==> src/logic/riscPkg.sv <==
package riscPkg;

    localparam int XLEN         = 64;
    localparam int instrWidth   = 32;
    localparam int regAddrWidth = 5;

    localparam logic [6:0] opcOp     = 7'b0110011;
    localparam logic [6:0] opcOpImm  = 7'b0010011;
    localparam logic [6:0] opcLoad   = 7'b0000011;
    localparam logic [6:0] opcStore  = 7'b0100011;
    localparam logic [6:0] opcBranch = 7'b1100011;
    localparam logic [6:0] opcLui    = 7'b0110111;

    localparam logic [2:0] f3AddSub = 3'b000;   // also addi
    localparam logic [2:0] f3Ld     = 3'b011;
    localparam logic [2:0] f3Sd     = 3'b011;
    localparam logic [2:0] f3Beq    = 3'b000;
    localparam logic [2:0] f3Bne    = 3'b001;

    localparam logic [6:0] f7Sub = 7'b0100000;

    typedef struct packed {
        logic [6:0]              funct7;
        logic [regAddrWidth-1:0] rs2;
        logic [regAddrWidth-1:0] rs1;
        logic [2:0]              funct3;
        logic [regAddrWidth-1:0] rd;
        logic [6:0]              opcode;
    } rFmtT;

    typedef struct packed {
        logic [11:0]             imm;
        logic [regAddrWidth-1:0] rs1;
        logic [2:0]              funct3;
        logic [regAddrWidth-1:0] rd;
        logic [6:0]              opcode;
    } iFmtT;

    typedef struct packed {
        logic [6:0]              immHi;
        logic [regAddrWidth-1:0] rs2;
        logic [regAddrWidth-1:0] rs1;
        logic [2:0]              funct3;
        logic [4:0]              immLo;
        logic [6:0]              opcode;
    } sFmtT;

    typedef struct packed {
        logic                    imm12;
        logic [5:0]              imm10to5;
        logic [regAddrWidth-1:0] rs2;
        logic [regAddrWidth-1:0] rs1;
        logic [2:0]              funct3;
        logic [3:0]              imm4to1;
        logic                    imm11;
        logic [6:0]              opcode;
    } bFmtT;

    typedef struct packed {
        logic [19:0]             imm;
        logic [regAddrWidth-1:0] rd;
        logic [6:0]              opcode;
    } uFmtT;

    // one fetched word, viewed per format
    typedef union packed {
        rFmtT r;
        iFmtT i;
        sFmtT s;
        bFmtT b;
        uFmtT u;
    } instrWordT;

    typedef enum logic [3:0] {
        opAdd, opSub, opAddi, opLoad, opStore, opBeq, opBne, opLui, opNone
    } opClassT;

    typedef enum logic [1:0] {aluAdd, aluSub, aluPassB} aluOpT;
    typedef enum logic [1:0] {srcPc, srcFetchPc, srcRegA} srcASelT;
    typedef enum logic [1:0] {srcFour, srcImm, srcRegB} srcBSelT;

endpackage

==> src/logic/regFile.sv <==
`timescale 1ns/100ps

module regFile import riscPkg::*; (
    input  logic                    CLK,
    input  logic                    RST,
    input  logic [regAddrWidth-1:0] rs1,
    input  logic [regAddrWidth-1:0] rs2,
    input  logic [regAddrWidth-1:0] rd,
    input  logic                    regWrite,
    input  logic [XLEN-1:0]         writeData,
    output logic [XLEN-1:0]         rdata1,
    output logic [XLEN-1:0]         rdata2
);

    logic [XLEN-1:0] regs [2**regAddrWidth];

    always_ff @(posedge CLK, posedge RST) begin
        if (RST) begin
            for (int i = 0; i < 2**regAddrWidth; i++) begin
                regs[i] <= '0;
            end
        end else if (regWrite && rd != '0) begin   // x0 stays zero
            regs[rd] <= writeData;
        end
    end

    assign rdata1 = regs[rs1];
    assign rdata2 = regs[rs2];

endmodule

==> config.mk <==
export PLATFORM = sky130hd
export DESIGN_NAME = regFile
export DESIGN_NICKNAME = d
export VERILOG_FILES = /design/src/logic/riscPkg.sv /design/src/logic/regFile.sv
export SDC_FILE = /design/constraint.sdc
export NUM_CORES = 2
export LEC_CHECK = 0
export CAP_MARGIN = 20
export CORE_AREA = 8 8 669 671
export DETAILED_ROUTE_END_ITERATION = 10
export DIE_AREA = 0 0 677 679
export DONT_BUFFER_PORTS = 1
export PLACE_DENSITY = 0.47
export REMOVE_ABC_BUFFERS = 1
export SLEW_MARGIN = 20
export SYNTH_ARGS = -nofsm -noshare
export SYNTH_HDL_FRONTEND = slang
export SYNTH_SLANG_ARGS = --single-unit
==> constraint.sdc <==
create_clock -name CLK -period 86.6 [get_ports CLK]
set_input_delay 12.99 -clock CLK [delete_from_list [all_inputs] [get_ports CLK]]
set_output_delay 12.99 -clock CLK [all_outputs]
set_load 0.01 [all_outputs]
==> run metrics <==
Reg2Reg Depth 1; max-slew violations 0; first-pass GRT wire length 616.3 mm; final setup TNS 0 ns; Netlist cell types 51; initial antenna violation count 13; hold path startpoint regs[2020]; Mapped Area 108600 µm²; Crit path required time 73.61 ns; Worst Clk Skew 0 ns; placed cell count 12710; Post-route DRC 0; Tot GR Track Use 0.1855; total CTS buffers 240; worst vdd ir 0.01773 mV; Multi-input gate area 53460 µm²; Top FF cell, synth dfrtp_1; routed len/inst 33.58 µm; hold worst-path end regs[2020]; Syn Area/Cell 14.22 µm²; Post-DP Area 113500 µm²; grt ovf 0; vias 70820; Buf/Inv on CP 3; worst hold stages 0; most common cell in the netlist dfrtp_1; H-tree lvl count 4; post-synth top area share 0.4719; Layout Cells excl Fill 13140; Crit path top cell by count buf_16; Top reg by flops regs; worst path arrival time 16.91 ns; crit path max fanout 121; Async SR Flop Fraction 1.000; number of flip-flops in the largest register 2048; crit-path cells buf_16, buf_16, buf_16, and2_1, nor2b_1, a22oi_1, nand3_1; # nets final 7276; Largest delay share family, worst path simple AND/OR/NAND/NOR gates; synth cell count leaders dfrtp_1, mux2_2, mux2i_1; R2R Path End regs[1254]; Filler cells 44180; Largest regs regs: 2048 flops; Core ar. 436600 µm²; DR pass1 iterations 5; Setup-failing EPs final 0; initial core utilization 0.2487; Hold Path Class reg2reg; Worst-path clk slew 0.06 ns; register area share after synthesis 0.4719; worst skew pair latency 0.89 ns; setup bufs post-CTS 0; vias per inst 5.388; Total Power Consumption 0.002832 W; layout cells sized above 1 0.4330; PwrDens 23.31 nW/µm²; hold buffers post-CTS 0; Tcrit/Tclk final 0.3453; minimum clock period 29.90 ns; # resized after CTS 0; pin count of the biggest net entering global routing 284; status finished, final reports clean; cell type with the largest total area after synthesis dfrtp_1; number of synthesis warnings 0; Sink Count 2048; Slowest-stage cell, CP nor2b_1; Final ANT Viol Nets 0; Post-synth EDFFs 0; initial drt markers 5996; CTS max path bufs 4; Routed WL 441.4 mm; Crit Path Category in2out; vias in the first global route 75240; global placer's final weighted congestion 0.7837; largest cells by area after synthesis dfrtp_1, mux2_2, mux4_2, mux2i_1, a22oi_1; max-cap violations 0; leak pwr 52.02 nW; final hold violations 0; Die Span Y 679 µm; I/O Pins 210; HPWL Detailed 246.2 mm; Crit. End Element primary output; Synth Register Bits 2048; pre-CTS setup slack 56.58 ns; fin worst setup slack 56.70 ns; CTS root buf clkbuf_16; Setup crit start kind primary input; Slowest Stage Delay on Critical Path 0.89 ns; FF/Latch Area 51250 µm²; CTS tree built; Design Area, Final 121500 µm²; highest clock rate 33.44 MHz; Max-slew headroom 0.02425; RSZ-0062 raised after global routing no; Die ar. 459700 µm²; Worst Tran Pin Value 1.464 ns; synthesis-to-layout area growth 11.87%; FF-to-FF setup slack 85.77 ns; PortBufs 0; Die Wd 677 µm; Core Rows 243; reg2reg start regs[1254]; post-synthesis cell count 7636
==> layout by cell type (no fill, tap or decap), types with 77 or more instances in the layout <==
| cell type | count |
|---|---|
| mux2i_1 | 835 |
| nand3_1 | 197 |
| nand4_1 | 99 |
| dfrtp_1 | 2048 |
| a21oi_1 | 77 |
| mux4_2 | 612 |
| buf_4 | 147 |
| a22oi_1 | 551 |
| nand2_1 | 81 |
| mux2_2 | 1943 |
| clkbuf_16 | 244 |
==> stage by stage <==
step | hold slack, ns | util
after detailed placement | 0.3836 | 0.2600
after floorplan | 0.3653 | -
after global placement | 0.3790 | 0.2598
after CTS | 0.3968 | 0.2779
after global routing | 0.4068 | 0.2782
final | 0.3965 | 0.2783
==> kinds of logic after synthesis <==
kind of cell,share of synthesized area
AO/OA/AOI/OAI,0.04970
buffers and inverters,0.04021
flip-flops,0.4719
multiplexers,0.4099
AND/OR/NAND/NOR,0.02824
==> area by class of cell <==
cell class	instances	share of cell area
inverter	2	0.0001236
antenna	13	0.0002678
clock inverter	67	0.006169
multi-input combinational	4729	0.4400
clock buffer	355	0.05830
sequential	2048	0.4218
timing repair buffer	173	0.01402
tap	5757	0.05929
==> how the worst max path moves through the flow <==
stage / start / endpoint / slack (ns) / depth (start not counted)
floorplan: RST / regs[0] / 15.76 / 1
global placement: rs2[2] / rdata2[38] / 56.26 / 7
detailed placement: rs2[2] / rdata2[38] / 56.58 / 7
CTS: rs2[2] / rdata2[38] / 56.57 / 7
global route: rs2[2] / rdata2[38] / 56.51 / 7
finish: rs2[2] / rdata2[38] / 56.70 / 7
==> routing by layer <==
metal / routed length [µm] / vias to the layer above / track usage / share of wire
met1: 179900 / 39180 / 0.2297 / 0.41
met3: 29830 / 848 / 0.04384 / 0.068
met4: 22600 / 0 / 0.08206 / 0.051
li1: - / 28400 / - / -
met5: 0 / - / 0 / 0
met2: 209000 / 2395 / 0.3076 / 0.47
==> where the power goes <==
group          switching (W)  internal, W  total (W)
logic               0.000226     0.000297   0.000523
registers           0.000139      0.00114    0.00128
clock network       0.000426     0.000604    0.00103
total               0.000791      0.00204    0.00283
Power figures use the tool's default switching activity.
