**src/logic/riscPkg.sv**
```systemverilog
package riscPkg;

    localparam int XLEN         = 64;
    localparam int instrWidth   = 32;
    localparam int regAddrWidth = 5;

    localparam logic [6:0] opcOp     = 7'b0110011;
    localparam logic [6:0] opcOpImm  = 7'b0010011;
    localparam logic [6:0] opcLoad   = 7'b0000011;
    localparam logic [6:0] opcStore  = 7'b0100011;
    localparam logic [6:0] opcBranch = 7'b1100011;
    localparam logic [6:0] opcLui    = 7'b0110111;

    localparam logic [2:0] f3AddSub = 3'b000;   // also addi
    localparam logic [2:0] f3Ld     = 3'b011;
    localparam logic [2:0] f3Sd     = 3'b011;
    localparam logic [2:0] f3Beq    = 3'b000;
    localparam logic [2:0] f3Bne    = 3'b001;

    localparam logic [6:0] f7Sub = 7'b0100000;

    typedef struct packed {
        logic [6:0]              funct7;
        logic [regAddrWidth-1:0] rs2;
        logic [regAddrWidth-1:0] rs1;
        logic [2:0]              funct3;
        logic [regAddrWidth-1:0] rd;
        logic [6:0]              opcode;
    } rFmtT;

    typedef struct packed {
        logic [11:0]             imm;
        logic [regAddrWidth-1:0] rs1;
        logic [2:0]              funct3;
        logic [regAddrWidth-1:0] rd;
        logic [6:0]              opcode;
    } iFmtT;

    typedef struct packed {
        logic [6:0]              immHi;
        logic [regAddrWidth-1:0] rs2;
        logic [regAddrWidth-1:0] rs1;
        logic [2:0]              funct3;
        logic [4:0]              immLo;
        logic [6:0]              opcode;
    } sFmtT;

    typedef struct packed {
        logic                    imm12;
        logic [5:0]              imm10to5;
        logic [regAddrWidth-1:0] rs2;
        logic [regAddrWidth-1:0] rs1;
        logic [2:0]              funct3;
        logic [3:0]              imm4to1;
        logic                    imm11;
        logic [6:0]              opcode;
    } bFmtT;

    typedef struct packed {
        logic [19:0]             imm;
        logic [regAddrWidth-1:0] rd;
        logic [6:0]              opcode;
    } uFmtT;

    // one fetched word, viewed per format
    typedef union packed {
        rFmtT r;
        iFmtT i;
        sFmtT s;
        bFmtT b;
        uFmtT u;
    } instrWordT;

    typedef enum logic [3:0] {
        opAdd, opSub, opAddi, opLoad, opStore, opBeq, opBne, opLui, opNone
    } opClassT;

    typedef enum logic [1:0] {aluAdd, aluSub, aluPassB} aluOpT;
    typedef enum logic [1:0] {srcPc, srcFetchPc, srcRegA} srcASelT;
    typedef enum logic [1:0] {srcFour, srcImm, srcRegB} srcBSelT;

endpackage

```
**src/logic/controlFsm.sv**
```systemverilog
`timescale 1ns/100ps

module controlFsm import riscPkg::*; (
    input  logic    CLK,
    input  logic    RST,
    input  opClassT opClass,
    input  logic    aluZero,
    input  logic    busDone,
    output logic    busReq,
    output logic    busWrite,
    output logic    busFetch,
    output logic    pcWrite,
    output logic    pcFromAlu,
    output logic    abWrite,
    output logic    aluOutWrite,
    output srcASelT srcASel,
    output srcBSelT srcBSel,
    output aluOpT   aluOp,
    output logic    regWrite,
    output logic    wbSelMem
);

    typedef enum logic [2:0] {
        stFetch, stDecode, stExecute, stBranch, stMemRead, stMemWrite, stWriteBack
    } stateT;

    stateT state;
    stateT nextState;
    logic  busBusy;   // request out, waiting for busDone

    always_ff @(posedge CLK, posedge RST) begin
        if (RST) begin
            state   <= stFetch;
            busBusy <= 1'b0;
        end else begin
            state <= nextState;
            if (busDone) busBusy <= 1'b0;
            else if (busReq) busBusy <= 1'b1;
        end
    end

    always_comb begin
        nextState   = state;
        busReq      = 1'b0;
        busWrite    = 1'b0;
        busFetch    = 1'b0;
        pcWrite     = 1'b0;
        pcFromAlu   = 1'b0;
        abWrite     = 1'b0;
        aluOutWrite = 1'b0;
        srcASel     = srcPc;
        srcBSel     = srcImm;
        aluOp       = aluAdd;
        regWrite    = 1'b0;
        wbSelMem    = 1'b0;
        case (state)
            stFetch: begin
                busReq   = !busBusy;
                busFetch = 1'b1;
                srcBSel  = srcFour;   // pc + 4
                if (busDone) begin
                    pcWrite   = 1'b1;
                    nextState = stDecode;
                end
            end
            stDecode: begin
                abWrite     = 1'b1;
                aluOutWrite = 1'b1;
                srcASel     = srcFetchPc;   // branch target into aluOut
                case (opClass)
                    opBeq, opBne: nextState = stBranch;
                    opNone:       nextState = stFetch;
                    default:      nextState = stExecute;
                endcase
            end
            stExecute: begin
                aluOutWrite = 1'b1;
                srcASel     = srcRegA;
                if (opClass == opAdd || opClass == opSub) srcBSel = srcRegB;
                if (opClass == opSub) aluOp = aluSub;
                if (opClass == opLui) aluOp = aluPassB;
                if (opClass == opLoad) nextState = stMemRead;
                else if (opClass == opStore) nextState = stMemWrite;
                else nextState = stWriteBack;
            end
            stBranch: begin
                srcASel = srcRegA;
                srcBSel = srcRegB;
                aluOp   = aluSub;
                if ((opClass == opBeq && aluZero) || (opClass == opBne && !aluZero)) begin
                    pcWrite   = 1'b1;
                    pcFromAlu = 1'b1;
                end
                nextState = stFetch;
            end
            stMemRead: begin
                busReq = !busBusy;
                if (busDone) nextState = stWriteBack;
            end
            stMemWrite: begin
                busReq   = !busBusy;
                busWrite = 1'b1;
                if (busDone) nextState = stFetch;
            end
            stWriteBack: begin
                regWrite  = 1'b1;
                wbSelMem  = (opClass == opLoad);
                nextState = stFetch;
            end
            default: nextState = stFetch;
        endcase
    end

endmodule

```
**config.mk**
```make
export PLATFORM = sky130hd
export DESIGN_NAME = controlFsm
export DESIGN_NICKNAME = d
export VERILOG_FILES = /design/src/logic/riscPkg.sv /design/src/logic/controlFsm.sv
export SDC_FILE = /design/constraint.sdc
export NUM_CORES = 1
export LEC_CHECK = 0
export BUFFER_PORTS_ARGS = -buffer_cell sky130_fd_sc_hd__buf_2
export CORE_AREA = 3 3 40 42
export CTS_BUF_LIST = sky130_fd_sc_hd__clkbuf_2
export DETAILED_ROUTE_END_ITERATION = 8
export DIE_AREA = 0 0 43 45
export SYNTH_ARGS = -nofsm -noshare
export SYNTH_HDL_FRONTEND = slang
export SYNTH_SLANG_ARGS = --single-unit
```
**constraint.sdc**
```tcl
create_clock -name CLK -period 1.67 [get_ports CLK]
set_clock_uncertainty 0.2 [all_clocks]
set_input_delay 0.2505 -clock CLK [delete_from_list [all_inputs] [get_ports CLK]]
set_output_delay 0.2505 -clock CLK [all_outputs]
set_load 0.02 [all_outputs]
```
==> metrics.md, run 1 <==
| Metric | Value |
|---|---|
| Status | `finished, violations left` |
| Failing checks | `negative setup slack` |
| Filler Cell Count | `116` |
| RSZ-0062 raised after global routing | `true` |
| Worst skew pair latency | `210 ps` |
| XOR/XNOR Fraction of Synth Area | `1.99%` |
| Power share of the clock group | `6.2%` |
| I/O Buffers | `22` |
| Final hold viol count | `0` |
| PD cells | `1860 nW/um2` |
| CTS tree | `yes` |
| Worst Path Required | `1220 ps` |
| Area Growth Syn to Fin | `77.2%` |
| Detailed placement HPWL | `875 um` |
| CTS root buf | `clkbuf_2` |
| Ports | `23` |
| Pwr Total | `1.45 mW` |
| DR vias/cell | `4.86` |
| Vias in the first global route | `424` |
| Ys async rst share | `100%` |
| Synth Area in Compound Gates | `25.1%` |
| Cell Area, Placed | `597 um2` |
| Crit path arrival time | `1270 ps` |
| Type of the worst min-delay path | `input port to flip-flop` |
| Largest family of logic cells by synthesized area | `simple AND/OR/NAND/NOR gates` |
| CTS sink count | `4` |
| Number of synthesized flops with an enable pin | `0` |
| Net Switching | `0.673 mW` |
| First-pass GRT wire length | `1.82 mm` |
| Largest net degree at the start of global routing | `13` |
| CTS clock-pin slew for the worst setup and hold paths | `50 ps` |
| Final nets | `102` |
| Synth Warn # | `0` |
| CTS buffer count | `3` |
| Final setup margin | `-51.8 ps` |
| Std-Cell Rows | `13` |
| Post-synthesis register bit count | `4` |
| Initial antenna violation count | `0` |
| IR Drop Worst-Case VDD | `0.924 mV` |
| Count leader, synth | `nor2_1` |
| Register Area | `101 um2` |
| Mapped Cells | `56` |
| Diode count | `0` |
| Area of the core | `1280 um2` |
| Worst slew margin | `69.5%` |
| Multiplexer area fraction after synthesis | `0%` |
| Most used cell, CP | `buf_6` |
| CP max-delay cell | `dfrtp_1` |
| Die span in x | `43 um` |
| GP Congestion | `0.826` |
| Top cells by area, synth | `dfrtp_1, nand2b_4, nor2_1` |
| Synth area leader | `dfrtp_1` |
| Residual DRC | `0` |
| Syn_area_per_cell | `7.84 um2` |
| First-pass iteration count of the detailed router | `3` |
| Final Cell Area | `778 um2` |
| Setup WS pre-CTS | `89.7 ps` |
| Grt ovf | `0` |
| Max incr delay on CP | `410 ps` |
| WL per Instance | `11.9 um` |
| Layout cell share with drive strength beyond 1 | `62.0%` |
| Post-DRT Antenna Nets | `0` |
| Power Internal | `0.777 mW` |
| Routed Wire Length | `1.27 mm` |
| Tightest Pin Transition | `454 ps` |
| Max_cap viols | `0` |
| Synth Area in Adders | `0%` |
| Initial DRC Count | `4` |
| Pins Over Slew Limit | `0` |
| Initial Util | `34.2%` |
| Final setup fails | `4` |
| Mapped Area | `439 um2` |
| Leakage power | `0.370 nW` |
| Critical-path cell list | `buf_6 -> nand2b_4 -> nor2_4 -> and2_4 -> buf_6` |
| Post-synthesis sequential area ratio | `22.8%` |
| Via count | `520` |
| Multi-input gate area | `353 um2` |
| Non-Filler Instances | `107` |
| Post-synth top cells | `nor2_1, a21oi_1, dfrtp_1, inv_1, nor3_1` |
| Crit path launch type | `flip-flop` |
| Htree depth | `1` |
| Setup CP Type | `flip-flop to primary output` |
| GR Util All Layers | `12.4%` |
| Final period util | `103%` |
| Worst Path Max Fanout | `5` |
| Net Sw Frac | `46.4%` |
| Synth cell types | `29` |
| Placed Cells | `95` |
| Post-layout minimum cycle time | `1720 ps` |
| Comb pwr share | `81.0%` |
| Fmax | `581 MHz` |
| Post-synthesis simple-gate area fraction | `39.6%` |
| DIE AREA | `1940 um2` |
| Syn Nets | `64` |
| Hold WS | `151 ps` |
| Seq pwr share | `12.8%` |
| Synth Flop Type | `dfrtp_1` |
| Die H | `45 um` |
| CP Capture Type | `primary output` |
| Top-area cell type share of the netlist area | `22.8%` |
| CTS max path bufs | `2` |
[power groups by stage]
| stage | Combinational, mW | Clock, mW | Sequential, mW |
|---|---|---|---|
| 2_1_floorplan | 0.618 | 0 | 0.169 |
| 3_3_place_gp | 0.829 | 0 | 0.181 |
| 3_5_place_dp | 0.826 | 0 | 0.184 |
| 4_1_cts | 0.953 | 0.0930 | 0.183 |
| 5_1_grt | 1.26 | 0.101 | 0.195 |
| 6_report | 1.17 | 0.0899 | 0.186 |
[flip-flops by register name, summed over array words and instances, names as in the netlist]
name and cells:
busBusy 1, state 3
[layer usage]
metal / share of wire, % / global-route usage [%] / routed length [um]
met2: 52 / 18.6 / 665
met4: 0 / 5.42 / 0
met5: 0 / 0 / 0
met1: 42 / 16.5 / 541
met3: 5.3 / 3.98 / 67
[final timing paths]
kind                            startpoint        to  slack, ps  depth (start not counted)
worst max-delay path              state[0]  wbSelMem        -50                          5
worst min-delay path               busDone   busBusy        150                          2
worst max register to register    state[0]  state[1]        190                          4
worst min register to register     busBusy   busBusy        300                          1
max in group asynchronous              RST  state[1]        840                          3
min in group asynchronous              RST  state[0]        260                          3
[cell type report]
| cell class | instances | share of cell area, % |
|---|---|---|
| sequential | 4 | 13.0 |
| timing repair buffer | 37 | 35.4 |
| clock buffer | 3 | 1.93 |
| inverter | 4 | 1.93 |
| tap | 15 | 2.41 |
| multi-input combinational | 44 | 45.3 |
[layout by cell type, fill, tap and decap left out, types with 2 or more instances in the layout]
cell type  instances
nor2_1             6
buf_4             19
buf_6              6
nor3_2             2
nand2_1            2
clkbuf_2           3
dfrtp_1            3
inv_1              2
a21oi_2            2
nor3_1             2
nor3b_1            3
inv_2              2
nand3b_1           2
buf_2             11
nand2b_4           2
o21ai_0            2
[per-stage QoR]
| step | utilization (%) | setup TNS [ps] |
|---|---|---|
| 6_report | 60.6 | -150 |
| 5_1_grt | 60.6 | -733 |
| 4_1_cts | 53.6 | -151 |
| 3_5_place_dp | 46.4 | 0 |
| 3_3_place_gp | 46.4 | 0 |
| 2_1_floorplan | - | -34.8 |
[kinds of logic (layout without fill, tap and decap cells)]
group	count (synthesis)	count (layout)
AND/OR/NAND/NOR	28	28
AO/OA/AOI/OAI	15	15
buffers and inverters	8	44
flip-flops	4	4
XOR/XNOR	1	1
[what timing repair did]
| item | in CTS | in global routing |
|---|---|---|
| pin swaps | 3 | 2 |
| endpoints found under the setup margin | 10 | 11 |
| hold buffers | 1 | 0 |
| gates resized for setup | 17 | 15 |
| hold endpoints to repair | 4 | 0 |
| buffers inserted | 3 | 5 |
| cloned | 0 | 0 |
[worst max-delay path: cells and delay by family, from the launching register on]
| kind | cells | cell delay (ps) |
|---|---|---|
| and+or+nand+nor | 3 | 400 |
| buffers and inverters | 2 | 260 |
| DFF | 1 | 410 |
(Power assumes the default switching activity.)
==> run 2, diff against run 1 <==
- CELL_PAD_IN_SITES_DETAIL_PLACEMENT: unset -> 0
- CELL_PAD_IN_SITES_GLOBAL_PLACEMENT: unset -> 1
- CORE_AREA: 3 3 40 42 -> unset
- CORE_MARGIN: unset -> 3
- CORE_UTILIZATION: unset -> 31
- DIE_AREA: 0 0 43 45 -> unset
- PLACE_DENSITY_LB_ADDON: unset -> 0.1
- RECOVER_POWER: unset -> 50
==> metrics.md, run 2 (synthesis results as in run 1) <==
| Metric | Value |
|---|---|
| First-pass iteration count of the detailed router | `4 (+1)` |
| GR Util All Layers | `12.6% (+0.14 points)` |
| PD cells | `1850 nW/um2 (-0.72%)` |
| Final hold viol count | `0 (unchanged)` |
| Worst hold endpoint | `busBusy` |
| Largest reg by FF count | `state` |
| Power Internal | `0.745 mW (-4.0%)` |
| Final Cell Area | `761 um2 (-2.3%)` |
| Worst Path Max Fanout | `4 (-1)` |
| Final period util | `102% (-1.4 points)` |
| Residual DRC | `0 (unchanged)` |
| Std-Cell Rows | `12 (-1)` |
| Detailed placement HPWL | `918 um (+4.8%)` |
| CP Capture Type | `primary output` |
| Via count | `552 (+6.2%)` |
| Routed Wire Length | `1.34 mm (+4.9%)` |
| GR peak layer | `met2` |
| CTS sink count | `4 (unchanged)` |
| Die span in x | `43.6 um (+1.5%)` |
| I/O Buffers | `22 (unchanged)` |
| Largest net degree at the start of global routing | `13 (unchanged)` |
| Die H | `43.6 um (-3.0%)` |
| Area of the core | `1220 um2 (-5.4%)` |
| Hold Crit Depth | `2 (unchanged)` |
| Launch point of the worst path | `state[0]` |
| Area Growth Syn to Fin | `73.2%` |
| CP max-delay cell | `dfrtp_1` |
| Status | `finished, violations left` |
| Regs by FF count | `state x3, busBusy x1` |
| Met2 usage | `19.8% (+1.2 points)` |
| Most used cell, CP | `buf_6` |
| Worst slew margin | `72.8% (+3.3 points)` |
| DR vias/cell | `5.26 (+8.2%)` |
| Max_cap viols | `0 (unchanged)` |
| Max incr delay on CP | `410 ps (about the same)` |
| Htree depth | `1 (unchanged)` |
| CTS buffer count | `3 (unchanged)` |
| Initial antenna violation count | `0 (unchanged)` |
| Hold Startpoint | `busDone` |
| CTS clock-pin slew for the worst setup and hold paths | `50 ps (about the same)` |
| GP Congestion | `0.793 (-4.0%)` |
| Vias in the first global route | `446 (+5.2%)` |
| Initial Util | `36.1% (+1.9 points)` |
| Grt ovf | `0 (unchanged)` |
| Power share of the clock group | `6.1% (about the same)` |
| Layout cell share with drive strength beyond 1 | `61.5% (-0.42 points)` |
| Final setup margin | `-28.7 ps (+23.0 ps)` |
| CTS tree | `yes` |
| RSZ-0062 raised after global routing | `true` |
| WL per Instance | `12.7 um (+6.9%)` |
| Largest register FFs | `3 (unchanged)` |
| Pwr Total | `1.41 mW (-3.0%)` |
| Ports | `23 (unchanged)` |
| Initial DRC Count | `9 (+5)` |
| Fmax | `589 MHz (+1.4%)` |
| Met1 Use GR | `16.9% (+0.45 points)` |
| Filler Cell Count | `113 (-2.6%)` |
| Net Switching | `0.661 mW (-1.7%)` |
| Cell Area, Placed | `596 um2 (-0.21%)` |
| Final nets | `101 (-0.98%)` |
| Worst skew pair latency | `200 ps (about the same)` |
| IR Drop Worst-Case VDD | `0.885 mV (-4.2%)` |
| Reg2reg path depth | `5 (+1)` |
| Reg-to-reg endpoint | `state[1]` |
| Worst Path Required | `1220 ps (about the same)` |
| Tightest Pin Transition | `405 ps (-48.4 ps)` |
| Reg2Reg Launch Point | `state[1]` |
| Crit path arrival time | `1250 ps (-20 ps)` |
| Final setup fails | `3 (-1)` |
| First-pass GRT wire length | `1.86 mm (+1.9%)` |
| CTS root buf | `clkbuf_2` |
| Pins Over Slew Limit | `0 (unchanged)` |
| Failing checks | `negative setup slack` |
| Post-DRT Antenna Nets | `0 (unchanged)` |
| M3 GR Usage | `1.66% (-2.3 points)` |
| Crit path launch type | `flip-flop` |
| Critical-path cell list | `buf_6 -> nand2b_4 -> nor2_4 -> and2_4 -> buf_6` |
| CTS max path bufs | `2 (unchanged)` |
| Type of the worst min-delay path | `input port to flip-flop` |
| Most common cell after layout, fill and taps aside | `buf_4` |
| Seq pwr share | `13.1% (+0.3 points)` |
| Post-layout minimum cycle time | `1700 ps (-23.0 ps)` |
| Net Sw Frac | `47.0% (+0.60 points)` |
| Diode count | `0 (unchanged)` |
| Commonest cells after routing, fill and taps aside | `buf_4, buf_2, buf_6` |
| Leakage power | `0.356 nW (-3.9%)` |
| Comb pwr share | `80.8% (-0.2 points)` |
| DIE AREA | `1900 um2 (-1.6%)` |
| Setup CP Type | `flip-flop to primary output` |
| Reg2reg setup slack | `110 ps (-80 ps)` |
run 2: power groups by stage:
stage	clock network (mW)	registers, mW	logic [mW]
final	0.0851	0.184	1.14
after CTS	0.0869	0.178	1.01
after global placement	0	0.174	0.845
after floorplan	0	0.169	0.618
after detailed placement	0	0.172	0.846
after global routing	0.0974	0.189	1.21
run 2: stage by stage:
step	cells	util [%]	TNS (ps)	worst slack (ps)	hold WS, ps
after global routing	105	62.6	-606	-107	167
after floorplan	56	-	-34.8	-29.2	-183
final	105	62.6	-80.0	-28.7	181
after global placement	94	49.0	0	117	-69.6
after CTS	104	57.6	-26.9	-17.9	170
after detailed placement	94	49.0	0	118	-61.1
run 2: routing by layer:
metal  vias to the layer above  part of all wire [%]
met5                         -                     0
met4                         0                  0.60
met3                         2                   6.1
met2                        22                    48
met1                       258                    46
li1                        270                     -
run 2: worst max-delay path: cells and delay by family (launching register included):
family        cells  cell delay (ps)
buf+inv           2              250
flops             1              410
simple gates      3              390
run 2: worst max path at each step:
stage,depth (start not counted),to,slack [ps]
floorplan,5,pcFromAlu,-30
global placement,5,wbSelMem,120
detailed placement,5,pcWrite,120
CTS,3,pcWrite,-20
global route,6,aluOp[1],-110
finish,5,wbSelMem,-30
run 2: repair_timing:
| item | CTS | global route |
|---|---|---|
| pin swaps | 2 | 3 |
| gates resized for setup | 14 | 16 |
| buffers inserted | 6 | 1 |
| setup endpoints to repair | 7 | 12 |
| hold buffers | 1 | 0 |
| hold endpoints to repair | 4 | 0 |
run 2: final cells by class:
type	count	area [um2]	area share [%]
inverter	4	15.0	1.97
clock buffer	3	15.0	1.97
sequential	4	101	13.3
timing repair buffer	36	268	35.2
tap	14	17.5	2.30
multi-input combinational	44	344	45.2
