### src/logic/riscPkg.sv
package riscPkg;

    localparam int XLEN         = 64;
    localparam int instrWidth   = 32;
    localparam int regAddrWidth = 5;

    localparam logic [6:0] opcOp     = 7'b0110011;
    localparam logic [6:0] opcOpImm  = 7'b0010011;
    localparam logic [6:0] opcLoad   = 7'b0000011;
    localparam logic [6:0] opcStore  = 7'b0100011;
    localparam logic [6:0] opcBranch = 7'b1100011;
    localparam logic [6:0] opcLui    = 7'b0110111;

    localparam logic [2:0] f3AddSub = 3'b000;   // also addi
    localparam logic [2:0] f3Ld     = 3'b011;
    localparam logic [2:0] f3Sd     = 3'b011;
    localparam logic [2:0] f3Beq    = 3'b000;
    localparam logic [2:0] f3Bne    = 3'b001;

    localparam logic [6:0] f7Sub = 7'b0100000;

    typedef struct packed {
        logic [6:0]              funct7;
        logic [regAddrWidth-1:0] rs2;
        logic [regAddrWidth-1:0] rs1;
        logic [2:0]              funct3;
        logic [regAddrWidth-1:0] rd;
        logic [6:0]              opcode;
    } rFmtT;

    typedef struct packed {
        logic [11:0]             imm;
        logic [regAddrWidth-1:0] rs1;
        logic [2:0]              funct3;
        logic [regAddrWidth-1:0] rd;
        logic [6:0]              opcode;
    } iFmtT;

    typedef struct packed {
        logic [6:0]              immHi;
        logic [regAddrWidth-1:0] rs2;
        logic [regAddrWidth-1:0] rs1;
        logic [2:0]              funct3;
        logic [4:0]              immLo;
        logic [6:0]              opcode;
    } sFmtT;

    typedef struct packed {
        logic                    imm12;
        logic [5:0]              imm10to5;
        logic [regAddrWidth-1:0] rs2;
        logic [regAddrWidth-1:0] rs1;
        logic [2:0]              funct3;
        logic [3:0]              imm4to1;
        logic                    imm11;
        logic [6:0]              opcode;
    } bFmtT;

    typedef struct packed {
        logic [19:0]             imm;
        logic [regAddrWidth-1:0] rd;
        logic [6:0]              opcode;
    } uFmtT;

    // one fetched word, viewed per format
    typedef union packed {
        rFmtT r;
        iFmtT i;
        sFmtT s;
        bFmtT b;
        uFmtT u;
    } instrWordT;

    typedef enum logic [3:0] {
        opAdd, opSub, opAddi, opLoad, opStore, opBeq, opBne, opLui, opNone
    } opClassT;

    typedef enum logic [1:0] {aluAdd, aluSub, aluPassB} aluOpT;
    typedef enum logic [1:0] {srcPc, srcFetchPc, srcRegA} srcASelT;
    typedef enum logic [1:0] {srcFour, srcImm, srcRegB} srcBSelT;

endpackage

### src/logic/executeUnit.sv
`timescale 1ns/100ps

module executeUnit import riscPkg::*; #(
    parameter logic [XLEN-1:0] resetPc = '0
) (
    input  logic            CLK,
    input  logic            RST,
    input  logic [XLEN-1:0] imm,
    input  logic [XLEN-1:0] rdata1,
    input  logic [XLEN-1:0] rdata2,
    input  logic [XLEN-1:0] mdr,
    input  logic            wbSelMem,
    input  logic            pcWrite,
    input  logic            pcFromAlu,
    input  logic            abWrite,
    input  logic            aluOutWrite,
    input  srcASelT         srcASel,
    input  srcBSelT         srcBSel,
    input  aluOpT           aluOp,
    output logic [XLEN-1:0] pc,
    output logic [XLEN-1:0] aluOut,
    output logic [XLEN-1:0] storeData,
    output logic [XLEN-1:0] writeData,
    output logic            aluZero
);

    logic [XLEN-1:0] fetchPc;
    logic [XLEN-1:0] regA;
    logic [XLEN-1:0] regB;
    logic [XLEN-1:0] opA;
    logic [XLEN-1:0] opB;
    logic [XLEN-1:0] aluResult;

    always_comb begin
        case (srcASel)
            srcPc:      opA = pc;
            srcFetchPc: opA = fetchPc;
            default:    opA = regA;
        endcase
        case (srcBSel)
            srcFour: opB = XLEN'(4);
            srcImm:  opB = imm;
            default: opB = regB;
        endcase
        case (aluOp)
            aluSub:   aluResult = opA - opB;
            aluPassB: aluResult = opB;   // lui
            default:  aluResult = opA + opB;
        endcase
    end

    assign aluZero   = (aluResult == '0);
    assign storeData = regB;
    assign writeData = wbSelMem ? mdr : aluOut;

    // the only non-aluOut pc write is pc + 4 at fetch, so fetchPc follows it
    always_ff @(posedge CLK, posedge RST) begin
        if (RST) begin
            pc      <= resetPc;
            fetchPc <= resetPc;
        end else if (pcWrite) begin
            pc <= pcFromAlu ? aluOut : aluResult;
            if (!pcFromAlu) fetchPc <= pc;
        end
    end

    always_ff @(posedge CLK) begin
        if (abWrite) begin
            regA <= rdata1;
            regB <= rdata2;
        end
        if (aluOutWrite) aluOut <= aluResult;
    end

endmodule

### config.mk
export PLATFORM = sky130hd
export DESIGN_NAME = executeUnit
export DESIGN_NICKNAME = d
export VERILOG_FILES = /design/src/logic/riscPkg.sv /design/src/logic/executeUnit.sv
export SDC_FILE = /design/constraint.sdc
export NUM_CORES = 1
export LEC_CHECK = 0
export BUFFER_PORTS_ARGS = -buffer_cell sky130_fd_sc_hd__buf_2
export CAP_MARGIN = 10
export CORE_MARGIN = 5
export CORE_UTILIZATION = 55
export CTS_BUF_LIST = sky130_fd_sc_hd__clkbuf_4
export DETAILED_ROUTE_END_ITERATION = 8
export PLACE_DENSITY = 0.79
export SYNTH_ARGS = -nofsm -noshare
export SYNTH_HDL_FRONTEND = slang
export SYNTH_SLANG_ARGS = --single-unit
### constraint.sdc
create_clock -name CLK -period 13.3 [get_ports CLK]
set_clock_uncertainty 0.05 [all_clocks]
set_input_delay 3.325 -clock CLK [delete_from_list [all_inputs] [get_ports CLK]]
set_output_delay 3.325 -clock CLK [all_outputs]
set_load 0.02 [all_outputs]
==> results by group, run 1 <==
Outcome
  • Status: complete, no violations

Clocking
  • H-tree depth: 3
  • CTS tree: done
  • Clock Tree Root: clkbuf_4
  • Total CTS buffers: between 80 and 90
  • TritonCTS Sinks: 320
  • Clk slew on worst S/H paths: about 0.06 ns
  • Post-cts hold buffer count: 0
  • Skew-Pair Late Insertion Delay: 0.86 ns
  • Clock Path Buffers: 3

Floorplanning
  • Initial Utilization: 0.553
  • Area of the core: between 30000 and 40000 um2
  • Die H: approximately 200 um
  • I/O pin cnt: 526
  • Rows: 71
  • Die area: a little over 40000 um2
  • Die W: between 200 and 250 um

Finish
  • FF/Latch Area: 8970 um2
  • Area grow syn2layout: 21.0%
  • Share of layout cells above drive strength 1: 0.346
  • Area of the multi-input gates: around 11000 um2
  • Most common cell after layout, fill and taps aside: buf_2
  • Post-layout nets: around 3000
  • Final Util: 0.669
  • Commonest cells after routing, fill and taps aside: 521 x buf_2, 262 x nand2_1, 240 x o21ai_0, 192 x edfxtp_1, 152 x mux2_2
  • Filler cells: 2911

Routing
  • Post-route ant nets: 0
  • First-pass detailed-route iteration total: 5
  • WL final: 80.3 mm
  • Vias: 19800
  • Wire per inst: between 20 and 30 um
  • First DRT Iteration DRCs: ~2200
  • Vias per cell: approximately 6.3
  • Detailed-route DRC error count: 0

Job
  • Max Cap Viol: 0

Yosys
  • Area share of the largest cell type after synthesis: 0.279
  • Post-synth EDFFs: 192
  • Ys async rst share: 0.400
  • Synth Net Count: between 2000 and 2500
  • Synth warn: 0
  • Post-Syn Area: 20600 um2
  • #FFs+latches synth: 320
  • Avg Inst Size Synth: between 9 and 10 um2
  • Synth area leaders: edfxtp_1 28%, dfrtp_1 16%, mux2_2 8.3%, o21ai_0 5.9%, mux2i_1 5.8%
  • Post-Syn Instances: roughly 2100
  • Post-synth top flop: edfxtp_1
  • Yosys cell types: 83
  • Share of synthesized area occupied by flip-flops and latches: 0.435
  • Area leader, netlist: edfxtp_1

GRT
  • Vias in the first global route: between 15000 and 20000
  • Global Route met1 Usage: 0.550
  • Largest net degree at the start of global routing: 72
  • Grt met2 use: 0.524
  • Met3 Use GR: 0.130
  • Congestion Overflow GR: 0
  • GRT busiest layer: met1
  • Antenna violations before repair: 5
  • GRT Total Usage: 0.371
  • First-pass GRT wire length: approximately 120 mm

Hold path
  • Hold endpoint: fetchPc[49]$_DFFE_PP0P_
  • Hold Path Stages: 1
  • Hold Path Class: flop to flop
  • Hold wc startpoint: fetchPc[49]$_DFFE_PP0P_

Power and ir drop
  • Static leakage: around 11 nW
  • Sw frac: 0.434
  • Int Power: ~0.0025 W
  • PD cells: ~180 nW/um2
  • Peak supply drop: about 90 uV
  • Switch Pwr: ~0.0019 W
  • Sequential Power Share: 0.349
  • Clk pwr share: 0.201
  • Comb pwr share: 0.450

Critical path
  • Worst Path Max Fanout: 12
  • Critical Path AT: 9.67 ns
  • Endpoint type of the worst setup path: output pin
  • Startpoint types: input pin
  • Worst Reg-to-Reg Cells: 24
  • Flop2flop setup slack: a little under 7 ns
  • CP required: about 9.9 ns
  • FF-to-FF End: pc[60]$_DFFE_PP0P_
  • Reg-to-reg startpoint: storeData[1]$_DFFE_PP_
  • Crit Path Category: input pin to output pin

STA
  • Peak Freq: between 70 and 80 MHz
  • Pins Over Slew Limit: 0
  • Fin crit share: 0.981
  • Final Hold Vio Count: 0
  • Tmin final: 13.04 ns
  • Final setup viols: 0
  • Max-slew headroom: 0.156
  • Hold_ws: ~0.46 ns
  • Worst Tran Pin Value: roughly 1.3 ns

Placement
  • DP HPWL: about 63 mm
  • Port-buffer cells: ~530
  • Placer's final routability congestion estimate: 1.05
==> final cells by class <==
cell class / instances / area share
diodes: 4 / 0.000401
clock buffers: 129 / 0.0388
clock inverters: 26 / 0.00511
inverters: 37 / 0.00567
multi-input cells: 1592 / 0.447
flip-flops and latches: 320 / 0.359
well taps: 474 / 0.0238
repair buffers: 570 / 0.120
==> cell families after synthesis <==
kind of cell / synth area share
AO/OA/AOI/OAI: 0.175
XOR/XNOR: 0.0429
adder cells (fa/ha/maj): 0.0422
buffers and inverters: 0.0340
flip-flops: 0.435
multiplexers: 0.142
AND/OR/NAND/NOR: 0.130
==> routing by layer <==
layer	vias up	share of wire
li1	8837	-
met1	9570	0.42
met2	1264	0.42
met3	128	0.14
met4	4	0.019
met5	-	0.00027
==> registers in the layout, indices dropped and copies added (netlist names) <==
signal	cells
regA	64
aluOut	64
pc	64
storeData	64
fetchPc	64
==> synthesized netlist by cell type, types with 8 or more instances <==
| library cell | number |
|---|---|
| inv_1 | 37 |
| a21oi_1 | 113 |
| xnor2_1 | 46 |
| nor3_1 | 31 |
| a22o_1 | 19 |
| nor4_1 | 14 |
| a211oi_1 | 14 |
| nand2b_1 | 10 |
| and2_1 | 11 |
| o21ai_0 | 243 |
| clkbuf_1 | 94 |
| o21bai_1 | 11 |
| ha_1 | 68 |
| o21a_1 | 18 |
| a22oi_1 | 41 |
| o211ai_1 | 13 |
| or3_1 | 8 |
| mux2i_1 | 120 |
| a21o_1 | 32 |
| xor2_1 | 55 |
| buf_1 | 22 |
| nor2b_1 | 11 |
| mux2_2 | 152 |
| edfxtp_1 | 192 |
| dfrtp_1 | 128 |
| nand4_1 | 31 |
| a31oi_1 | 14 |
| nor2_1 | 105 |
| and3_1 | 17 |
| nand3_1 | 22 |
| nand2_1 | 263 |
==> worst max-delay path by stage <==
stage                    start  endpoint  slack [ns]  cells past startpoint
CTS                 srcBSel[1]   aluZero        0.09                     25
floorplan           srcBSel[1]   aluZero        0.83                     30
global placement    srcBSel[1]   aluZero        0.06                     27
global route        srcBSel[1]   aluZero       -0.01                     28
finish              srcBSel[0]   aluZero        0.26                     28
detailed placement  srcBSel[1]   aluZero       -0.18                     28
==> power groups by stage <==
| stage | clock [W] | combinational (W) | sequential (W) |
|---|---|---|---|
| floorplan | 0 | 0.00105 | 0.00165 |
| global placement | 0 | 0.00188 | 0.00152 |
| detailed placement | 0 | 0.00189 | 0.00154 |
| CTS | 0.000897 | 0.00191 | 0.00152 |
| global route | 0.000955 | 0.00210 | 0.00156 |
| finish | 0.000884 | 0.00198 | 0.00153 |
==> metrics by stage <==
step                      setup slack [ns]  cells  power [W]  setup TNS [ns]  instance area (um2)
final                                0.256   3152    0.00439               0                25000
after global routing               -0.0139   3151    0.00461         -0.0139                25000
after CTS                           0.0859   3146    0.00433               0                24800
after detailed placement            -0.176   2991    0.00343          -0.176                23700
after global placement              0.0627   2991    0.00340               0                23700
after floorplan                      0.830   2079    0.00270               0                20600
==> worst max-delay path, cell delays in order <==
cell	delay [ns]
buf_2	0.17
nor2b_4	0.17
a22o_1	0.21
inv_1	0.10
ha_1	0.22
o2111ai_1	0.18
nor4_2	0.33
and3_1	0.25
and3_2	0.25
nor3b_2	0.27
nand3_1	0.14
nand2_1	0.15
xnor2_1	0.08
ha_1	0.40
a21oi_1	0.15
o21bai_1	0.15
a21oi_1	0.12
o21ai_0	0.56
a221oi_2	0.20
buf_4	0.20
a2111oi_2	0.35
mux2i_1	0.28
nor2_1	0.09
nor4_1	0.29
and4_1	0.23
nand4_1	0.21
nor4_4	0.39
buf_2	0.23
==> repair_timing <==
item / CTS / global route
cloned: 0 / 0
endpoints found under the setup margin: 1 / 1
resized for setup: 4 / 35
pin swaps: 0 / 6
setup buffers: 0 / 2
(Power assumes the default switching activity.)
==> run 2, diff against run 1 <==
==> constraint.sdc (replaced) <==
create_clock -name CLK -period 15.7 [get_ports CLK]
set_clock_uncertainty 0.05 [all_clocks]
set_input_delay 3.925 -clock CLK [delete_from_list [all_inputs] [get_ports CLK]]
set_output_delay 3.925 -clock CLK [all_outputs]
set_load 0.02 [all_outputs]
==> run 2 against run 1 <==
  * Via count down 0.72%
  * Final area fell by 1.2%
  * Sequential share of layout area is 0.43 points higher
  * First-iteration DRC count decreased by 9.8%
  * Sequential power fell by 15%
  * Register-to-register slack improved by 1.9 ns
  * Combinational power is 17% lower
  * Sequential cell count stayed put
  * Worst hold slack worse by 0.00055 ns
  * Global-route usage up 0.27 points
  * Cell count decreased by 0.44%
  * Setup slack improved by 0.37 ns
  * Critical path type unchanged
==> results by group, run 2 (synthesis results as in run 1) <==
Outcome
  • Status: complete, no violations

Finish
  • Area grow syn2layout: 19.5%
  • Most common cell after layout, fill and taps aside: buf_2
  • Share of layout cells above drive strength 1: 0.330 (-0.0156)
  • Area of the multi-input gates: 11000 um2 (-1.6%)
  • Final Cell Area: 24700 um2 (-1.2%)
  • FF/Latch Area: 8970 um2 (unchanged)
  • Commonest cells after routing, fill and taps aside: 521 x buf_2, 263 x nand2_1, 243 x o21ai_0, 192 x edfxtp_1, 152 x mux2_2
  • Filler cells: 2976 (+2.2%)
  • Post-layout nets: 2920 (-0.82%)

Clocking
  • Clock Path Buffers: 3 (unchanged)
  • H-tree depth: 3 (unchanged)
  • Post-cts hold buffer count: 0 (unchanged)
  • Skew-Pair Late Insertion Delay: 0.90 ns (+0.04 ns)
  • Total CTS buffers: 83 (-2.4%)
  • TritonCTS Sinks: 320 (unchanged)
  • Clock Tree Root: clkbuf_4
  • CTS tree: done
  • Postcts setup bufs: 0 (unchanged)
  • # resized after CTS: 0 (-4)
  • Clk slew on worst S/H paths: 0.05 ns (about the same)

Power and ir drop
  • Clk pwr share: 0.209 (+0.008)
  • PD cells: 151 nW/um2 (-14%)
  • Comb pwr share: 0.443 (-0.007)
  • Sw frac: 0.434 (-0.000778)
  • Switch Pwr: 0.00161 W (-16%)
  • Int Power: 0.00211 W (-15%)
  • Peak supply drop: 85.5 uV (-5.0%)
  • Sequential Power Share: 0.348 (about the same)
  • Static leakage: 11.0 nW (-0.98%)

Hold path
  • Hold wc startpoint: fetchPc[40]$_DFFE_PP0P_
  • Hold Path Class: flop to flop
  • Hold Path Stages: 1 (unchanged)
  • Hold endpoint: fetchPc[40]$_DFFE_PP0P_

Critical path
  • CP required: 11.73 ns (+1.80 ns)
  • Worst Path Max Fanout: 54 (+42)
  • Reg-to-reg startpoint: storeData[0]$_DFFE_PP_
  • Crit Path Category: input pin to output pin
  • Critical Path AT: 11.10 ns (+1.43 ns)
  • Worst Reg-to-Reg Cells: 21 (-13%)
  • Endpoint type of the worst setup path: output pin
  • FF-to-FF End: pc[53]$_DFFE_PP0P_
  • Startpoint types: input pin
  • Flop2flop setup slack: 8.82 ns (+1.91 ns)

STA
  • Tmin final: roughly 15 ns
  • Final Hold Vio Count: 0 (unchanged)
  • Worst Tran Pin Value: 1.15 ns (-0.101 ns)
  • Final setup viols: 0 (unchanged)
  • Fin crit share: 0.960
  • Peak Freq: 66.4 MHz
  • Setup TNS: 0 ns (unchanged)
  • RSZ-0062 raised after global routing: no
  • Max-slew headroom: 0.227 (+0.0717)
  • Pins Over Slew Limit: 0 (unchanged)

Floorplanning
  • Rows: 71 (unchanged)
  • I/O pin cnt: 526 (unchanged)
  • Die H: 204 um (unchanged)
  • Die area: 41500 um2 (unchanged)
  • Area of the core: 37300 um2 (unchanged)
  • Die W: 204 um (unchanged)
  • Initial Utilization: 0.553 (unchanged)

GRT
  • Largest net degree at the start of global routing: 79 (+9.7%)
  • Congestion Overflow GR: 0 (unchanged)
  • GRT Total Usage: 0.373 (+0.00273)
  • First-pass GRT wire length: 117 mm (about the same)
  • Vias in the first global route: 18800 (-0.83%)
  • Antenna violations before repair: 6 (+1)

Routing
  • Vias per cell: 6.27 (-0.27%)
  • WL final: 80.2 mm (-0.11%)
  • Detailed-route DRC error count: 0 (unchanged)
  • Vias: 19700 (-0.72%)
  • Wire per inst: 25.5 um (+0.34%)
  • First-pass detailed-route iteration total: 6 (+1)
  • Post-route ant nets: 0 (unchanged)
  • First DRT Iteration DRCs: 1976 (-9.8%)

Placement
  • Port-buffer cells: 525 (unchanged)
  • Placer's final routability congestion estimate: 1.03 (-2.2%)
  • Placed cell area: 23500 um2 (-0.63%)
  • DP HPWL: 62.6 mm (about the same)

Job
  • Max Cap Viol: 0 (unchanged)
-- run 2: cell types whose count changed in the layout (fill, tap and decap cells not counted), moves of 4 or more --
cell     before  now
ha_2          5    0
diode_2       4   12
buf_4        47   26
a21oi_1     109  113
a21oi_2       4    0
ha_1         61   68
-- run 2: through the flow --
stage	util	setup slack, ns	instances	hold slack, ns	total power, W
CTS	0.660	0.768	3126	0.459	0.00368
global route	0.661	0.198	3137	0.467	0.00391
detailed placement	0.630	0.798	2971	0.446	0.00290
finish	0.661	0.629	3138	0.455	0.00372
floorplan	-	2.03	2079	0.430	0.00229
global placement	0.630	0.882	2971	0.438	0.00287
-- run 2: power by group through the flow --
stage | Combinational (W) | Sequential [W] | Clock, W
after CTS | 0.00160 | 0.00129 | 0.000785
final | 0.00165 | 0.00130 | 0.000776
after global routing | 0.00176 | 0.00132 | 0.000840
after floorplan | 0.000889 | 0.00140 | 0
after detailed placement | 0.00160 | 0.00130 | 0
after global placement | 0.00158 | 0.00129 | 0
-- run 2: how the worst max path moves through the flow --
stage,start,endpoint,slack [ns],cells past startpoint
floorplan,srcBSel[1],aluZero,2.03,30
global placement,srcBSel[1],aluZero,0.88,24
detailed placement,srcBSel[1],aluZero,0.80,24
CTS,srcBSel[1],aluZero,0.77,24
global route,srcBSel[1],aluZero,0.20,24
finish,srcBSel[1],aluZero,0.63,24
-- run 2: routing by layer --
metal  share of wire  routed length [um]  track usage
met3            0.14               11600        0.174
met5         0.00034                  27            0
met4           0.029                2320        0.110
met1            0.42               33800        0.532
met2            0.40               32400        0.509
-- run 2: area by class of cell --
| cell class | count | area share |
|---|---|---|
| Clock buffer | 132 | 0.0402 |
| Tap cell | 474 | 0.0240 |
| Multi-Input combinational cell | 1592 | 0.445 |
| Antenna cell | 12 | 0.00122 |
| Inverter | 37 | 0.00573 |
| Sequential cell | 320 | 0.364 |
| Timing Repair Buffer | 548 | 0.114 |
| Clock inverter | 23 | 0.00563 |
-- run 2: critical path, cell delays in order --
cell	delay, ns
buf_4	0.37
nor2b_4	0.10
a22oi_1	0.28
ha_1	0.27
o2111ai_1	0.16
nor4_1	0.48
and3_1	0.30
and3_1	0.22
nand3_1	0.28
o21ai_0	0.32
xnor2_1	0.15
ha_1	0.31
a21oi_1	0.32
o21ai_0	0.25
or3_1	0.45
o211ai_1	0.22
nand2_1	0.11
xnor2_1	0.32
mux2i_1	0.28
or4_1	0.58
nor4_1	0.50
nand4_1	0.27
nor4_2	0.38
buf_2	0.22
